[config.mk]
export PLATFORM = sky130hd
export DESIGN_NAME = fpu_top
export DESIGN_NICKNAME = d
export VERILOG_FILES = /design/src/source/fpu_pkg.sv /design/src/source/fu_if.sv /design/src/source/fpu_dispatch.sv /design/src/source/fp_add_unit.sv /design/src/source/fp_mul_unit.sv /design/src/source/fp_misc_unit.sv /design/src/source/result_arbiter.sv /design/src/source/fpu_top.sv
export SDC_FILE = /design/constraint.sdc
export NUM_CORES = 2
export LEC_CHECK = 0
export BUFFER_PORTS_ARGS = -buffer_cell sky130_fd_sc_hd__buf_2
export CAP_MARGIN = 25
export CORE_MARGIN = 10
export CORE_UTILIZATION = 50
export CTS_CLUSTER_DIAMETER = 30
export DETAILED_ROUTE_END_ITERATION = 10
export MAX_ROUTING_LAYER = met4
export PLACE_DENSITY_LB_ADDON = 0.1
export SLEW_MARGIN = 30
export SYNTH_ARGS = -nofsm -noshare
export SYNTH_HDL_FRONTEND = slang
export SYNTH_SLANG_ARGS = --single-unit
[constraint.sdc]
create_clock -name g_clk -period 30.9 [get_ports g_clk]
set_input_delay 6.18 -clock g_clk [delete_from_list [all_inputs] [get_ports g_clk]]
set_output_delay 6.18 -clock g_clk [all_outputs]
set_load 0.05 [all_outputs]
[src/source/fpu_pkg.sv]
package fpu_pkg;

  ////////////////////
  // opcodes and tags
  ////////////////////

  localparam int TAG_W = 4;                        // command tag width

  typedef logic [TAG_W-1:0] tag_t;

  typedef enum logic [3:0] {
    op_add, op_sub, op_mul,                        // arithmetic
    op_sgnj, op_sgnjn, op_sgnjx,                   // sign injection
    op_min, op_max,
    op_feq, op_flt, op_fle,                        // compares, result in flag
    op_fmv
  } fp_op_e;

  typedef enum logic [1:0] {
    sel_add  = 2'd0,
    sel_mul  = 2'd1,
    sel_misc = 2'd2
  } fu_sel_e;

  typedef struct packed {
    logic [31:0] data;                             // result word
    logic        flag;                             // compare outcome
    tag_t        tag;                              // tag of the command
  } fp_result_t;

  function automatic fu_sel_e fu_of(input fp_op_e op);
    case (op)
      op_add, op_sub: return sel_add;
      op_mul:         return sel_mul;
      default:        return sel_misc;             // everything single cycle
    endcase
  endfunction

  ////////////////////
  // float fields
  ////////////////////

  function automatic logic fp_sign(input logic [31:0] x);
    return x[31];
  endfunction

  function automatic logic [7:0] fp_exp(input logic [31:0] x);
    return x[30:23];
  endfunction

  // hidden bit restored, subnormals read as zero
  function automatic logic [23:0] fp_mant(input logic [31:0] x);
    return (x[30:23] == 8'd0) ? 24'd0 : {1'b1, x[22:0]};
  endfunction

  // n = hidden, 23 frac, guard, round, sticky
  function automatic logic [31:0] fp_round(input logic sign, input logic signed [9:0] e_in,
                                           input logic [26:0] n);
    logic              up;
    logic [24:0]       m;
    logic signed [9:0] e;
    up = n[2] & (n[1] | n[0] | n[3]);              // nearest, ties to even
    m  = {1'b0, n[26:3]} + 25'(up);
    e  = m[24] ? e_in + 10'sd1 : e_in;             // carry out of rounding
    if (e <= 0) return {sign, 31'd0};              // underflow flushes
    if (e >= 255) return {sign, 8'hff, 23'd0};     // overflow to inf
    return {sign, e[7:0], m[24] ? m[23:1] : m[22:0]};
  endfunction

endpackage

[src/source/fu_if.sv]
`timescale 1ns/10ps

// dispatcher -> unit, four-phase req/ack
interface fu_issue_if import fpu_pkg::*; ();
  logic        req;
  logic        ack;
  fp_op_e      op;
  logic [31:0] a;
  logic [31:0] b;
  tag_t        tag;

  modport issuer (output req, op, a, b, tag, input ack);
  modport unit   (input req, op, a, b, tag, output ack);
endinterface

// unit -> arbiter, same four-phase rule
interface fu_result_if import fpu_pkg::*; ();
  logic       req;
  logic       ack;
  fp_result_t res;                                 // held stable while req high

  modport producer (output req, res, input ack);
  modport arbiter  (input req, res, output ack);
endinterface

[src/source/fpu_dispatch.sv]
`timescale 1ns/10ps

module fpu_dispatch import fpu_pkg::*; (
  input  logic        g_clk,
  input  logic        rst,
  input  logic        cmd_req,
  input  fp_op_e      cmd_op,
  input  logic [31:0] cmd_a,
  input  logic [31:0] cmd_b,
  input  tag_t        cmd_tag,
  output logic        cmd_ack,
  fu_issue_if.issuer  add_port,
  fu_issue_if.issuer  mul_port,
  fu_issue_if.issuer  misc_port
);

  typedef enum logic [1:0] {st_idle, st_issue, st_done} disp_st_e;

  disp_st_e    state;
  fp_op_e      op_q;                               // latched command
  logic [31:0] a_q;
  logic [31:0] b_q;
  tag_t        tag_q;
  fu_sel_e     sel_q;                              // target unit
  logic [2:0]  issue_req;                          // one bit per unit
  logic [2:0]  unit_ack;
  logic        take;

  assign unit_ack = {misc_port.ack, mul_port.ack, add_port.ack};

  // new command only once target's previous ack is gone
  assign take = (state == st_idle) && cmd_req && !unit_ack[fu_of(cmd_op)];

  ////////////////////
  // handshake fsm
  ////////////////////

  always_ff @(posedge g_clk) begin
    if (rst) begin
      state     <= st_idle;
      issue_req <= '0;
      cmd_ack   <= 1'b0;
    end else begin
      case (state)
        st_idle: if (take) begin
          issue_req <= 3'b001 << fu_of(cmd_op);    // req on decoded unit
          state     <= st_issue;
        end
        st_issue: if (unit_ack[sel_q]) begin       // unit took operands
          issue_req <= '0;
          cmd_ack   <= 1'b1;
          state     <= st_done;
        end
        st_done: if (!cmd_req) begin               // source released
          cmd_ack <= 1'b0;
          state   <= st_idle;
        end
        default: state <= st_idle;
      endcase
    end
  end

  always_ff @(posedge g_clk) begin
    if (take) begin
      op_q  <= cmd_op;
      a_q   <= cmd_a;
      b_q   <= cmd_b;
      tag_q <= cmd_tag;
      sel_q <= fu_of(cmd_op);
    end
  end

  // payload fans out, only req selects
  assign add_port.req  = issue_req[sel_add];
  assign add_port.op   = op_q;
  assign add_port.a    = a_q;
  assign add_port.b    = b_q;
  assign add_port.tag  = tag_q;
  assign mul_port.req  = issue_req[sel_mul];
  assign mul_port.op   = op_q;
  assign mul_port.a    = a_q;
  assign mul_port.b    = b_q;
  assign mul_port.tag  = tag_q;
  assign misc_port.req = issue_req[sel_misc];
  assign misc_port.op  = op_q;
  assign misc_port.a   = a_q;
  assign misc_port.b   = b_q;
  assign misc_port.tag = tag_q;

  a_one_issue: assert property (@(posedge g_clk) disable iff (rst)
    $onehot0({misc_port.req, mul_port.req, add_port.req}));

  // cmd_ack only answers a held request
  a_ack_on_req: assert property (@(posedge g_clk) disable iff (rst)
    $rose(cmd_ack) |-> $past(cmd_req));

endmodule

[src/source/fp_add_unit.sv]
`timescale 1ns/10ps

module fp_add_unit import fpu_pkg::*; #(
  parameter int ADD_STAGES = 4
) (
  input  logic          g_clk,
  input  logic          rst,
  fu_issue_if.unit      issue,
  fu_result_if.producer result
);

  localparam int CNT_W = $clog2(ADD_STAGES);

  logic              busy;
  logic [CNT_W-1:0]  cnt;                          // cycles left to result req
  logic              take;
  logic              fire;
  logic              sa_q, sb_q;                   // b sign already flipped for sub
  logic [7:0]        ea_q, eb_q;
  logic [23:0]       ma_q, mb_q;
  tag_t              tag_q;
  logic              swap;
  logic              sx, sy;                       // x is the larger magnitude
  logic [7:0]        ex, ey, d;
  logic [23:0]       mx, my;
  logic [26:0]       y_ext, y_al;                  // with guard, round, sticky
  logic [27:0]       s;
  logic [4:0]        lz;
  logic [26:0]       n;
  logic signed [9:0] e_n;
  logic [31:0]       sum_word;

  assign take = !busy && issue.req && !issue.ack && !result.ack;
  assign fire = busy && !result.req && (cnt == '0);

  function automatic logic [4:0] lzc27(input logic [26:0] v);
    logic [4:0] cnt_z;
    logic       found;
    cnt_z = 5'd0;
    found = 1'b0;
    for (int i = 26; i >= 0; i--) begin
      if (v[i]) found = 1'b1;
      else if (!found) cnt_z = cnt_z + 5'd1;
    end
    return cnt_z;
  endfunction

  ////////////////////
  // handshakes
  ////////////////////

  always_ff @(posedge g_clk) begin
    if (rst) begin
      issue.ack  <= 1'b0;
      result.req <= 1'b0;
      busy       <= 1'b0;
      cnt        <= '0;
    end else begin
      if (issue.ack && !issue.req) issue.ack <= 1'b0;  // issuer let go
      if (take) begin
        issue.ack <= 1'b1;
        busy      <= 1'b1;
        cnt       <= CNT_W'(ADD_STAGES - 1);
      end else if (busy && !result.req) begin
        if (cnt == '0) result.req <= 1'b1;
        else cnt <= cnt - 1'b1;                    // pipeline depth
      end else if (result.req && result.ack) begin
        result.req <= 1'b0;                        // granted so free again
        busy       <= 1'b0;
      end
    end
  end

  always_ff @(posedge g_clk) begin
    if (take) begin
      sa_q  <= fp_sign(issue.a);
      sb_q  <= fp_sign(issue.b) ^ (issue.op == op_sub);
      ea_q  <= fp_exp(issue.a);
      eb_q  <= fp_exp(issue.b);
      ma_q  <= fp_mant(issue.a);
      mb_q  <= fp_mant(issue.b);
      tag_q <= issue.tag;
    end
    if (fire) result.res <= '{data: sum_word, flag: 1'b0, tag: tag_q};
  end

  ////////////////////
  // datapath
  ////////////////////

  always_comb begin
    swap = {eb_q, mb_q} > {ea_q, ma_q};
    sx   = swap ? sb_q : sa_q;
    sy   = swap ? sa_q : sb_q;
    ex   = swap ? eb_q : ea_q;
    ey   = swap ? ea_q : eb_q;
    mx   = swap ? mb_q : ma_q;
    my   = swap ? ma_q : mb_q;
    d    = ex - ey;
    y_ext = {my, 3'b000};
    if (d > 8'd26) y_al = {26'd0, |my};            // all in sticky
    else y_al = (y_ext >> d) | 27'(|(y_ext & ~({27{1'b1}} << d)));
    if (sx == sy) s = {1'b0, mx, 3'b000} + {1'b0, y_al};
    else s = {1'b0, mx, 3'b000} - {1'b0, y_al};   // never negative
    lz = lzc27(s[26:0]);
    if (s[27]) begin                               // carry out so shift right by one
      n   = {s[27:2], s[1] | s[0]};
      e_n = $signed({2'b00, ex}) + 10'sd1;
    end else begin
      n   = s[26:0] << lz;
      e_n = $signed({2'b00, ex}) - $signed({5'd0, lz});
    end
    // exact cancel gives +0
    if (s == '0) sum_word = {sx & sy, 31'd0};
    else sum_word = fp_round(sx, e_n, n);
  end

  // a new issue req only rises while ack is low
  a_req_ack_low: assert property (@(posedge g_clk) disable iff (rst)
    $rose(issue.req) |-> !issue.ack);

endmodule

[src/source/fp_mul_unit.sv]
`timescale 1ns/10ps

module fp_mul_unit import fpu_pkg::*; #(
  parameter int MUL_STAGES = 3
) (
  input  logic          g_clk,
  input  logic          rst,
  fu_issue_if.unit      issue,
  fu_result_if.producer result
);

  localparam int CNT_W = $clog2(MUL_STAGES);

  logic              busy;
  logic [CNT_W-1:0]  cnt;
  logic              take;
  logic              fire;
  logic              s_q;                          // product sign
  logic [7:0]        ea_q, eb_q;
  logic [23:0]       ma_q, mb_q;
  tag_t              tag_q;
  logic [47:0]       p;
  logic [26:0]       n;
  logic signed [9:0] e_n;
  logic [31:0]       prod_word;

  assign take = !busy && issue.req && !issue.ack && !result.ack;
  assign fire = busy && !result.req && (cnt == '0);

  always_ff @(posedge g_clk) begin
    if (rst) begin
      issue.ack  <= 1'b0;
      result.req <= 1'b0;
      busy       <= 1'b0;
      cnt        <= '0;
    end else begin
      if (issue.ack && !issue.req) issue.ack <= 1'b0;
      if (take) begin
        issue.ack <= 1'b1;
        busy      <= 1'b1;
        cnt       <= CNT_W'(MUL_STAGES - 1);
      end else if (busy && !result.req) begin
        if (cnt == '0) result.req <= 1'b1;
        else cnt <= cnt - 1'b1;
      end else if (result.req && result.ack) begin
        result.req <= 1'b0;
        busy       <= 1'b0;
      end
    end
  end

  always_ff @(posedge g_clk) begin
    if (take) begin
      s_q   <= fp_sign(issue.a) ^ fp_sign(issue.b);
      ea_q  <= fp_exp(issue.a);
      eb_q  <= fp_exp(issue.b);
      ma_q  <= fp_mant(issue.a);
      mb_q  <= fp_mant(issue.b);
      tag_q <= issue.tag;
    end
    if (fire) result.res <= '{data: prod_word, flag: 1'b0, tag: tag_q};
  end

  ////////////////////
  // datapath
  ////////////////////

  always_comb begin
    p = ma_q * mb_q;                               // 1.x * 1.x in [1,4)
    if (p[47]) n = {p[47:22], |p[21:0]};           // normalize by one
    else n = {p[46:21], |p[20:0]};
    e_n = $signed({2'b00, ea_q}) + $signed({2'b00, eb_q}) - 10'sd127
          + $signed({9'd0, p[47]});
    if (ma_q == '0 || mb_q == '0) prod_word = {s_q, 31'd0};  // zero operand
    else prod_word = fp_round(s_q, e_n, n);
  end

endmodule

[src/source/fp_misc_unit.sv]
`timescale 1ns/10ps

module fp_misc_unit import fpu_pkg::*; (
  input  logic          g_clk,
  input  logic          rst,
  fu_issue_if.unit      issue,
  fu_result_if.producer result
);

  logic        busy;
  logic        take;
  logic        fire;
  fp_op_e      op_q;
  logic [31:0] a_q, b_q;
  tag_t        tag_q;
  logic [31:0] a_key, b_key;                       // total order keys
  logic        lt, eq;
  logic [31:0] data;
  logic        flag;

  assign take = !busy && issue.req && !issue.ack && !result.ack;
  assign fire = busy && !result.req;               // one cycle after capture

  // sign-magnitude to unsigned order, -0 sits below +0
  function automatic logic [31:0] ord_key(input logic [31:0] x);
    return fp_sign(x) ? ~x : (x ^ 32'h8000_0000);
  endfunction

  always_ff @(posedge g_clk) begin
    if (rst) begin
      issue.ack  <= 1'b0;
      result.req <= 1'b0;
      busy       <= 1'b0;
    end else begin
      if (issue.ack && !issue.req) issue.ack <= 1'b0;
      if (take) begin
        issue.ack <= 1'b1;
        busy      <= 1'b1;
      end else if (fire) result.req <= 1'b1;
      else if (result.req && result.ack) begin
        result.req <= 1'b0;
        busy       <= 1'b0;
      end
    end
  end

  always_ff @(posedge g_clk) begin
    if (take) begin
      op_q  <= issue.op;
      a_q   <= issue.a;
      b_q   <= issue.b;
      tag_q <= issue.tag;
    end
    if (fire) result.res <= '{data: data, flag: flag, tag: tag_q};
  end

  assign a_key = ord_key(a_q);
  assign b_key = ord_key(b_q);
  assign lt    = a_key < b_key;
  assign eq    = a_key == b_key;

  always_comb begin
    data = a_q;                                    // fmv and default
    flag = 1'b0;
    case (op_q)
      op_sgnj:  data = {fp_sign(b_q), a_q[30:0]};
      op_sgnjn: data = {~fp_sign(b_q), a_q[30:0]};
      op_sgnjx: data = {fp_sign(a_q) ^ fp_sign(b_q), a_q[30:0]};
      op_min:   data = lt ? a_q : b_q;
      op_max:   data = lt ? b_q : a_q;
      op_feq: begin data = '0; flag = eq; end
      op_flt: begin data = '0; flag = lt; end
      op_fle: begin data = '0; flag = lt | eq; end
      default:  data = a_q;
    endcase
  end

endmodule

[src/source/result_arbiter.sv]
`timescale 1ns/10ps

module result_arbiter import fpu_pkg::*; #(
  parameter int N_UNITS = 3
) (
  input  logic         g_clk,
  input  logic         rst,
  fu_result_if.arbiter src [N_UNITS],
  output logic         out_valid,
  output logic [31:0]  out_data,
  output logic         out_flag,
  output tag_t         out_tag
);

  localparam int PTR_W = (N_UNITS > 1) ? $clog2(N_UNITS) : 1;

  logic [N_UNITS-1:0] req_vec;
  logic [N_UNITS-1:0] ack_q;                       // held until req drops
  logic [N_UNITS-1:0] grant;
  logic [PTR_W-1:0]   gidx;
  logic [PTR_W-1:0]   last_q;                      // last granted unit
  fp_result_t         res_arr [N_UNITS];

  for (genvar i = 0; i < N_UNITS; i++) begin : g_src
    assign req_vec[i] = src[i].req;
    assign res_arr[i] = src[i].res;
    assign src[i].ack = ack_q[i];
  end

  ////////////////////
  // round robin pick
  ////////////////////

  always_comb begin
    int idx;
    grant = '0;
    gidx  = '0;
    for (int k = 1; k <= N_UNITS; k++) begin       // search after last grant
      idx = (int'(last_q) + k) % N_UNITS;
      if (grant == '0 && ack_q == '0 && req_vec[idx]) begin
        grant[idx] = 1'b1;
        gidx       = PTR_W'(idx);
      end
    end
  end

  always_ff @(posedge g_clk) begin
    if (rst) begin
      out_valid <= 1'b0;
      ack_q     <= '0;
      last_q    <= PTR_W'(N_UNITS - 1);            // unit 0 first
    end else begin
      out_valid <= |grant;                         // single cycle pulse
      if (|grant) begin
        ack_q  <= grant;
        last_q <= gidx;
      end else begin
        ack_q <= ack_q & req_vec;                  // drop after req falls
      end
    end
  end

  always_ff @(posedge g_clk) begin
    if (|grant) begin
      out_data <= res_arr[gidx].data;
      out_flag <= res_arr[gidx].flag;
      out_tag  <= res_arr[gidx].tag;
    end
  end

  a_grant_onehot: assert property (@(posedge g_clk) disable iff (rst)
    $onehot0(grant));

endmodule

[src/source/fpu_top.sv]
`timescale 1ns/10ps

module fpu_top import fpu_pkg::*; #(
  parameter int ADD_STAGES = 4,
  parameter int MUL_STAGES = 3
) (
  input  logic        g_clk,
  input  logic        rst,
  input  logic        cmd_req,
  input  fp_op_e      cmd_op,
  input  logic [31:0] cmd_a,
  input  logic [31:0] cmd_b,
  input  tag_t        cmd_tag,
  output logic        cmd_ack,
  output logic        out_valid,
  output logic [31:0] out_data,
  output logic        out_flag,
  output tag_t        out_tag
);

  localparam int N_UNITS = 3;                      // add, mul, misc

  fu_issue_if  add_iss ();
  fu_issue_if  mul_iss ();
  fu_issue_if  misc_iss ();
  fu_result_if res_link [N_UNITS] ();              // 0 add, 1 mul, 2 misc

  fpu_dispatch u_dispatch (
    .g_clk     (g_clk),
    .rst       (rst),
    .cmd_req   (cmd_req),
    .cmd_op    (cmd_op),
    .cmd_a     (cmd_a),
    .cmd_b     (cmd_b),
    .cmd_tag   (cmd_tag),
    .cmd_ack   (cmd_ack),
    .add_port  (add_iss),
    .mul_port  (mul_iss),
    .misc_port (misc_iss)
  );

  fp_add_unit #(.ADD_STAGES(ADD_STAGES)) u_add (
    .g_clk (g_clk), .rst (rst), .issue (add_iss), .result (res_link[0])
  );

  fp_mul_unit #(.MUL_STAGES(MUL_STAGES)) u_mul (
    .g_clk (g_clk), .rst (rst), .issue (mul_iss), .result (res_link[1])
  );

  fp_misc_unit u_misc (
    .g_clk (g_clk), .rst (rst), .issue (misc_iss), .result (res_link[2])
  );

  result_arbiter #(.N_UNITS(N_UNITS)) u_arb (
    .g_clk     (g_clk),
    .rst       (rst),
    .src       (res_link),
    .out_valid (out_valid),
    .out_data  (out_data),
    .out_flag  (out_flag),
    .out_tag   (out_tag)
  );

endmodule

==> summary.txt <==
outcome: finished, final reports clean
Pwr Density: 59.7 mW/mm²
H-tree depth: 3
Via Count: 41900
Crit-path slowest cell: o41ai_2
Clock transition at path regs: 0.05 ns
deepest clock path buffer count: 3
Slew @ Worst Pin: 1.06 ns
Final Wtd Congestion: 0.967
Hold WC Path Type: reg2reg
CP Launch Type: flop
area leader, netlist: edfxtp_1
via/cell ratio: 5.90
sequential cell fraction of total power: 0.240
asr flop ratio synth: 0
I/O pins: 114
Synth Warn #: 0
Pleak: 25.0 nW
Max Clk Rate: 34.9 MHz
part of the cycle the worst path needs: 0.927
DRT iter0 DRCs: 4012
top post-synthesis cells by count: nand2_1 (709), inv_1 (661), fa_1 (485)
final setup fails: 0
Syn Area/Cell: 9.27 µm²
WL per Instance: 23.3 µm
Nets: 6537
dpl hpwl: 127000 µm
Post-synth EDFFs: 431
final clock skew: 0.0599 ns
Yosys cell types: 134
Sum Neg Setup Slack: 0 ns
Worst path most repeated cell: ha_1
Syn Inst Count: 5606
Clk network pwr share: 0.287
required time of the worst setup path: 31.36 ns
Final Power: 0.00341 W
post-synthesis cell area: 0.0520 mm²
row count: 118
DRC: 0
Synth-to-Final Area Change: 9.75%
share of post-route cells with drive strength above 1: 0.0977
Synth Flop Type: edfxtp_1
chip width: 342 µm
Port Buffers: 113
TritonCTS clock tree: yes
internal cell power: 0.00196 W
largest net degree at the start of global routing: 85
unrepaired setup endpoints after global routing: false
Hold Buf Count CTS: 0
Comb pwr share: 0.473
Root Buffer: clkbuf_16
die height: 342 µm
endpoints failing hold: 0
GRT Util Overall: 0.288
worst path bufs/invs: 8
most common cell in the synthesized netlist: nand2_1
Worst VDD drop: 0.0000594 V
register bit total from synthesis: 456
vias in the first global route: 41100
Worst Path Max Fanout: 41
Syn Nets: 6504
clock sink count: 456
cts bufs inserted: 86
Synth top area share: 0.249
Cells after DPL: 6927
Worst path top cell family by delay: compound AO/OA/AOI/OAI gates
Routed WL: 165000 µm
Synth area leaders: edfxtp_1 (25%), fa_1 (19%), ha_1 (8.1%)
Die ar.: 0.117 mm²
DRT antenna net count: 0
Final Slew Violations: 0
Max Cap Viol: 0
Initial Util: 0.503
Worst EP arrival: 29.11 ns
antenna violations before repair: 6
NetSw: 0.00145 W
post-CTS sizing: 0
Slew HR: 0.285
DR pass1 iterations: 6
gr ovfl total: 0
register area share after synthesis: 0.259
Worst-Skew Late Latency: 0.67 ns
Period minus WS final: 28.65 ns
first-pass GRT wire length: 254000 µm
area of the core: 0.103 mm²
sw frac: 0.424
fin cells: 7097
kind of critical path: reg2reg
Worst path max stage delay: 0.68 ns
Crit. End Element: flop
final core occ: 0.552
## registers in the layout (all words and copies together), names as in the netlist, 24 cells and up
name,flops
u_dispatch.add_port.a,32
u_mul.ma_q,24
u_mul.mb_q,24
u_add.mb_q,24
u_misc.result.res,37
u_mul.result.res,36
u_add.ma_q,24
u_add.result.res,36
u_dispatch.add_port.b,32
u_misc.b_q,32
u_misc.a_q,32
u_arb.out_data,32
## per-layer routing
layer	global-route usage	share of wire	up-vias
li1	-	-	19200
met1	0.397	0.44	20900
met2	0.444	0.46	1524
met3	0.0312	0.068	243
met4	0.0873	0.030	0
met5	-	0	-
## per-stage QoR
step           hold slack, ns  setup slack, ns  cell area (µm²)
2_1_floorplan           0.400             5.14            52000
3_3_place_gp            0.400             2.89            53900
3_5_place_dp            0.405             2.47            53900
4_1_cts                 0.417             2.35            57000
5_1_grt                 0.418            0.120            57000
6_report                0.415             2.25            57000
## power by group through the flow
stage / registers, W / logic (W) / clock network, W
3_3_place_gp: 0.000829 / 0.00158 / 0
6_report: 0.000819 / 0.00161 / 0.000977
5_1_grt: 0.000821 / 0.00177 / 0.00101
3_5_place_dp: 0.000829 / 0.00158 / 0
2_1_floorplan: 0.000905 / 0.00107 / 0
4_1_cts: 0.000818 / 0.00159 / 0.000986
## layout make-up
type | instances | area, µm²
Clock inverter | 68 | 873
Inverter | 666 | 2500
Timing Repair Buffer | 224 | 1440
Tap cell | 1380 | 1730
Multi-Input combinational cell | 4205 | 34900
Fill cell | 9358 | 46300
Sequential cell | 456 | 13400
Clock buffer | 93 | 2180
Antenna cell | 5 | 12.5
## repair_timing
| action | 4_1_cts | 5_1_grt |
|---|---|---|
| endpoints found under the setup margin | 0 | 23 |
| buffers inserted | 0 | 3 |
| endpoints found under the hold margin | 0 | 0 |
## worst register-to-register path: cells and delay by family, from the launching register on
kind | cells | cell delay, ns
fa+ha+maj | 17 | 4.83
flops | 1 | 0.42
mux | 10 | 1.83
simple gates | 27 | 5.82
buf+inv | 8 | 1.83
xor+xnor | 10 | 2.15
compound gates | 51 | 11.58
## cells in the final DEF (no fill, tap or decap), types with 58 or more instances in the layout
| master | netlist | routed |
|---|---|---|
| a21oi_1 | 331 | 327 |
| and2_1 | 269 | 269 |
| buf_2 | 19 | 113 |
| buf_4 | 24 | 105 |
| clkbuf_16 | 0 | 86 |
| edfxtp_1 | 431 | 431 |
| fa_1 | 485 | 485 |
| ha_1 | 338 | 336 |
| inv_1 | 661 | 660 |
| mux2i_1 | 148 | 148 |
| nand2_1 | 709 | 705 |
| nand3_1 | 119 | 119 |
| nand4_1 | 58 | 58 |
| nor2_1 | 307 | 305 |
| nor3_1 | 90 | 90 |
| o21ai_0 | 195 | 193 |
| xnor2_1 | 201 | 199 |
| xor2_1 | 99 | 98 |
## path summary, 6_finish.rpt
kind	from	endpoint	slack (ns)	cells after the start
setup / recovery	u_add.eb_q[0]$_DFFE_PP_	u_add.result.res[24]$_SDFFCE_PN0P_	2.25	123
hold / removal	u_mul.tag_q[2]$_DFFE_PP_	u_mul.result.res[2]$_DFFE_PP_	0.42	0
setup reg to reg	u_add.eb_q[0]$_DFFE_PP_	u_add.result.res[24]$_SDFFCE_PN0P_	2.25	123
hold reg to reg	u_mul.tag_q[2]$_DFFE_PP_	u_mul.result.res[2]$_DFFE_PP_	0.42	0
## cell families after synthesis
kind of cell	Yosys count	share of synthesized area
xor+xnor	321	0.0581
compound gates	1017	0.128
mux	195	0.0400
flops	456	0.259
fa+ha+maj	825	0.269
simple gates	1847	0.174
buf+inv	945	0.0731
(Power assumes the default switching activity.)
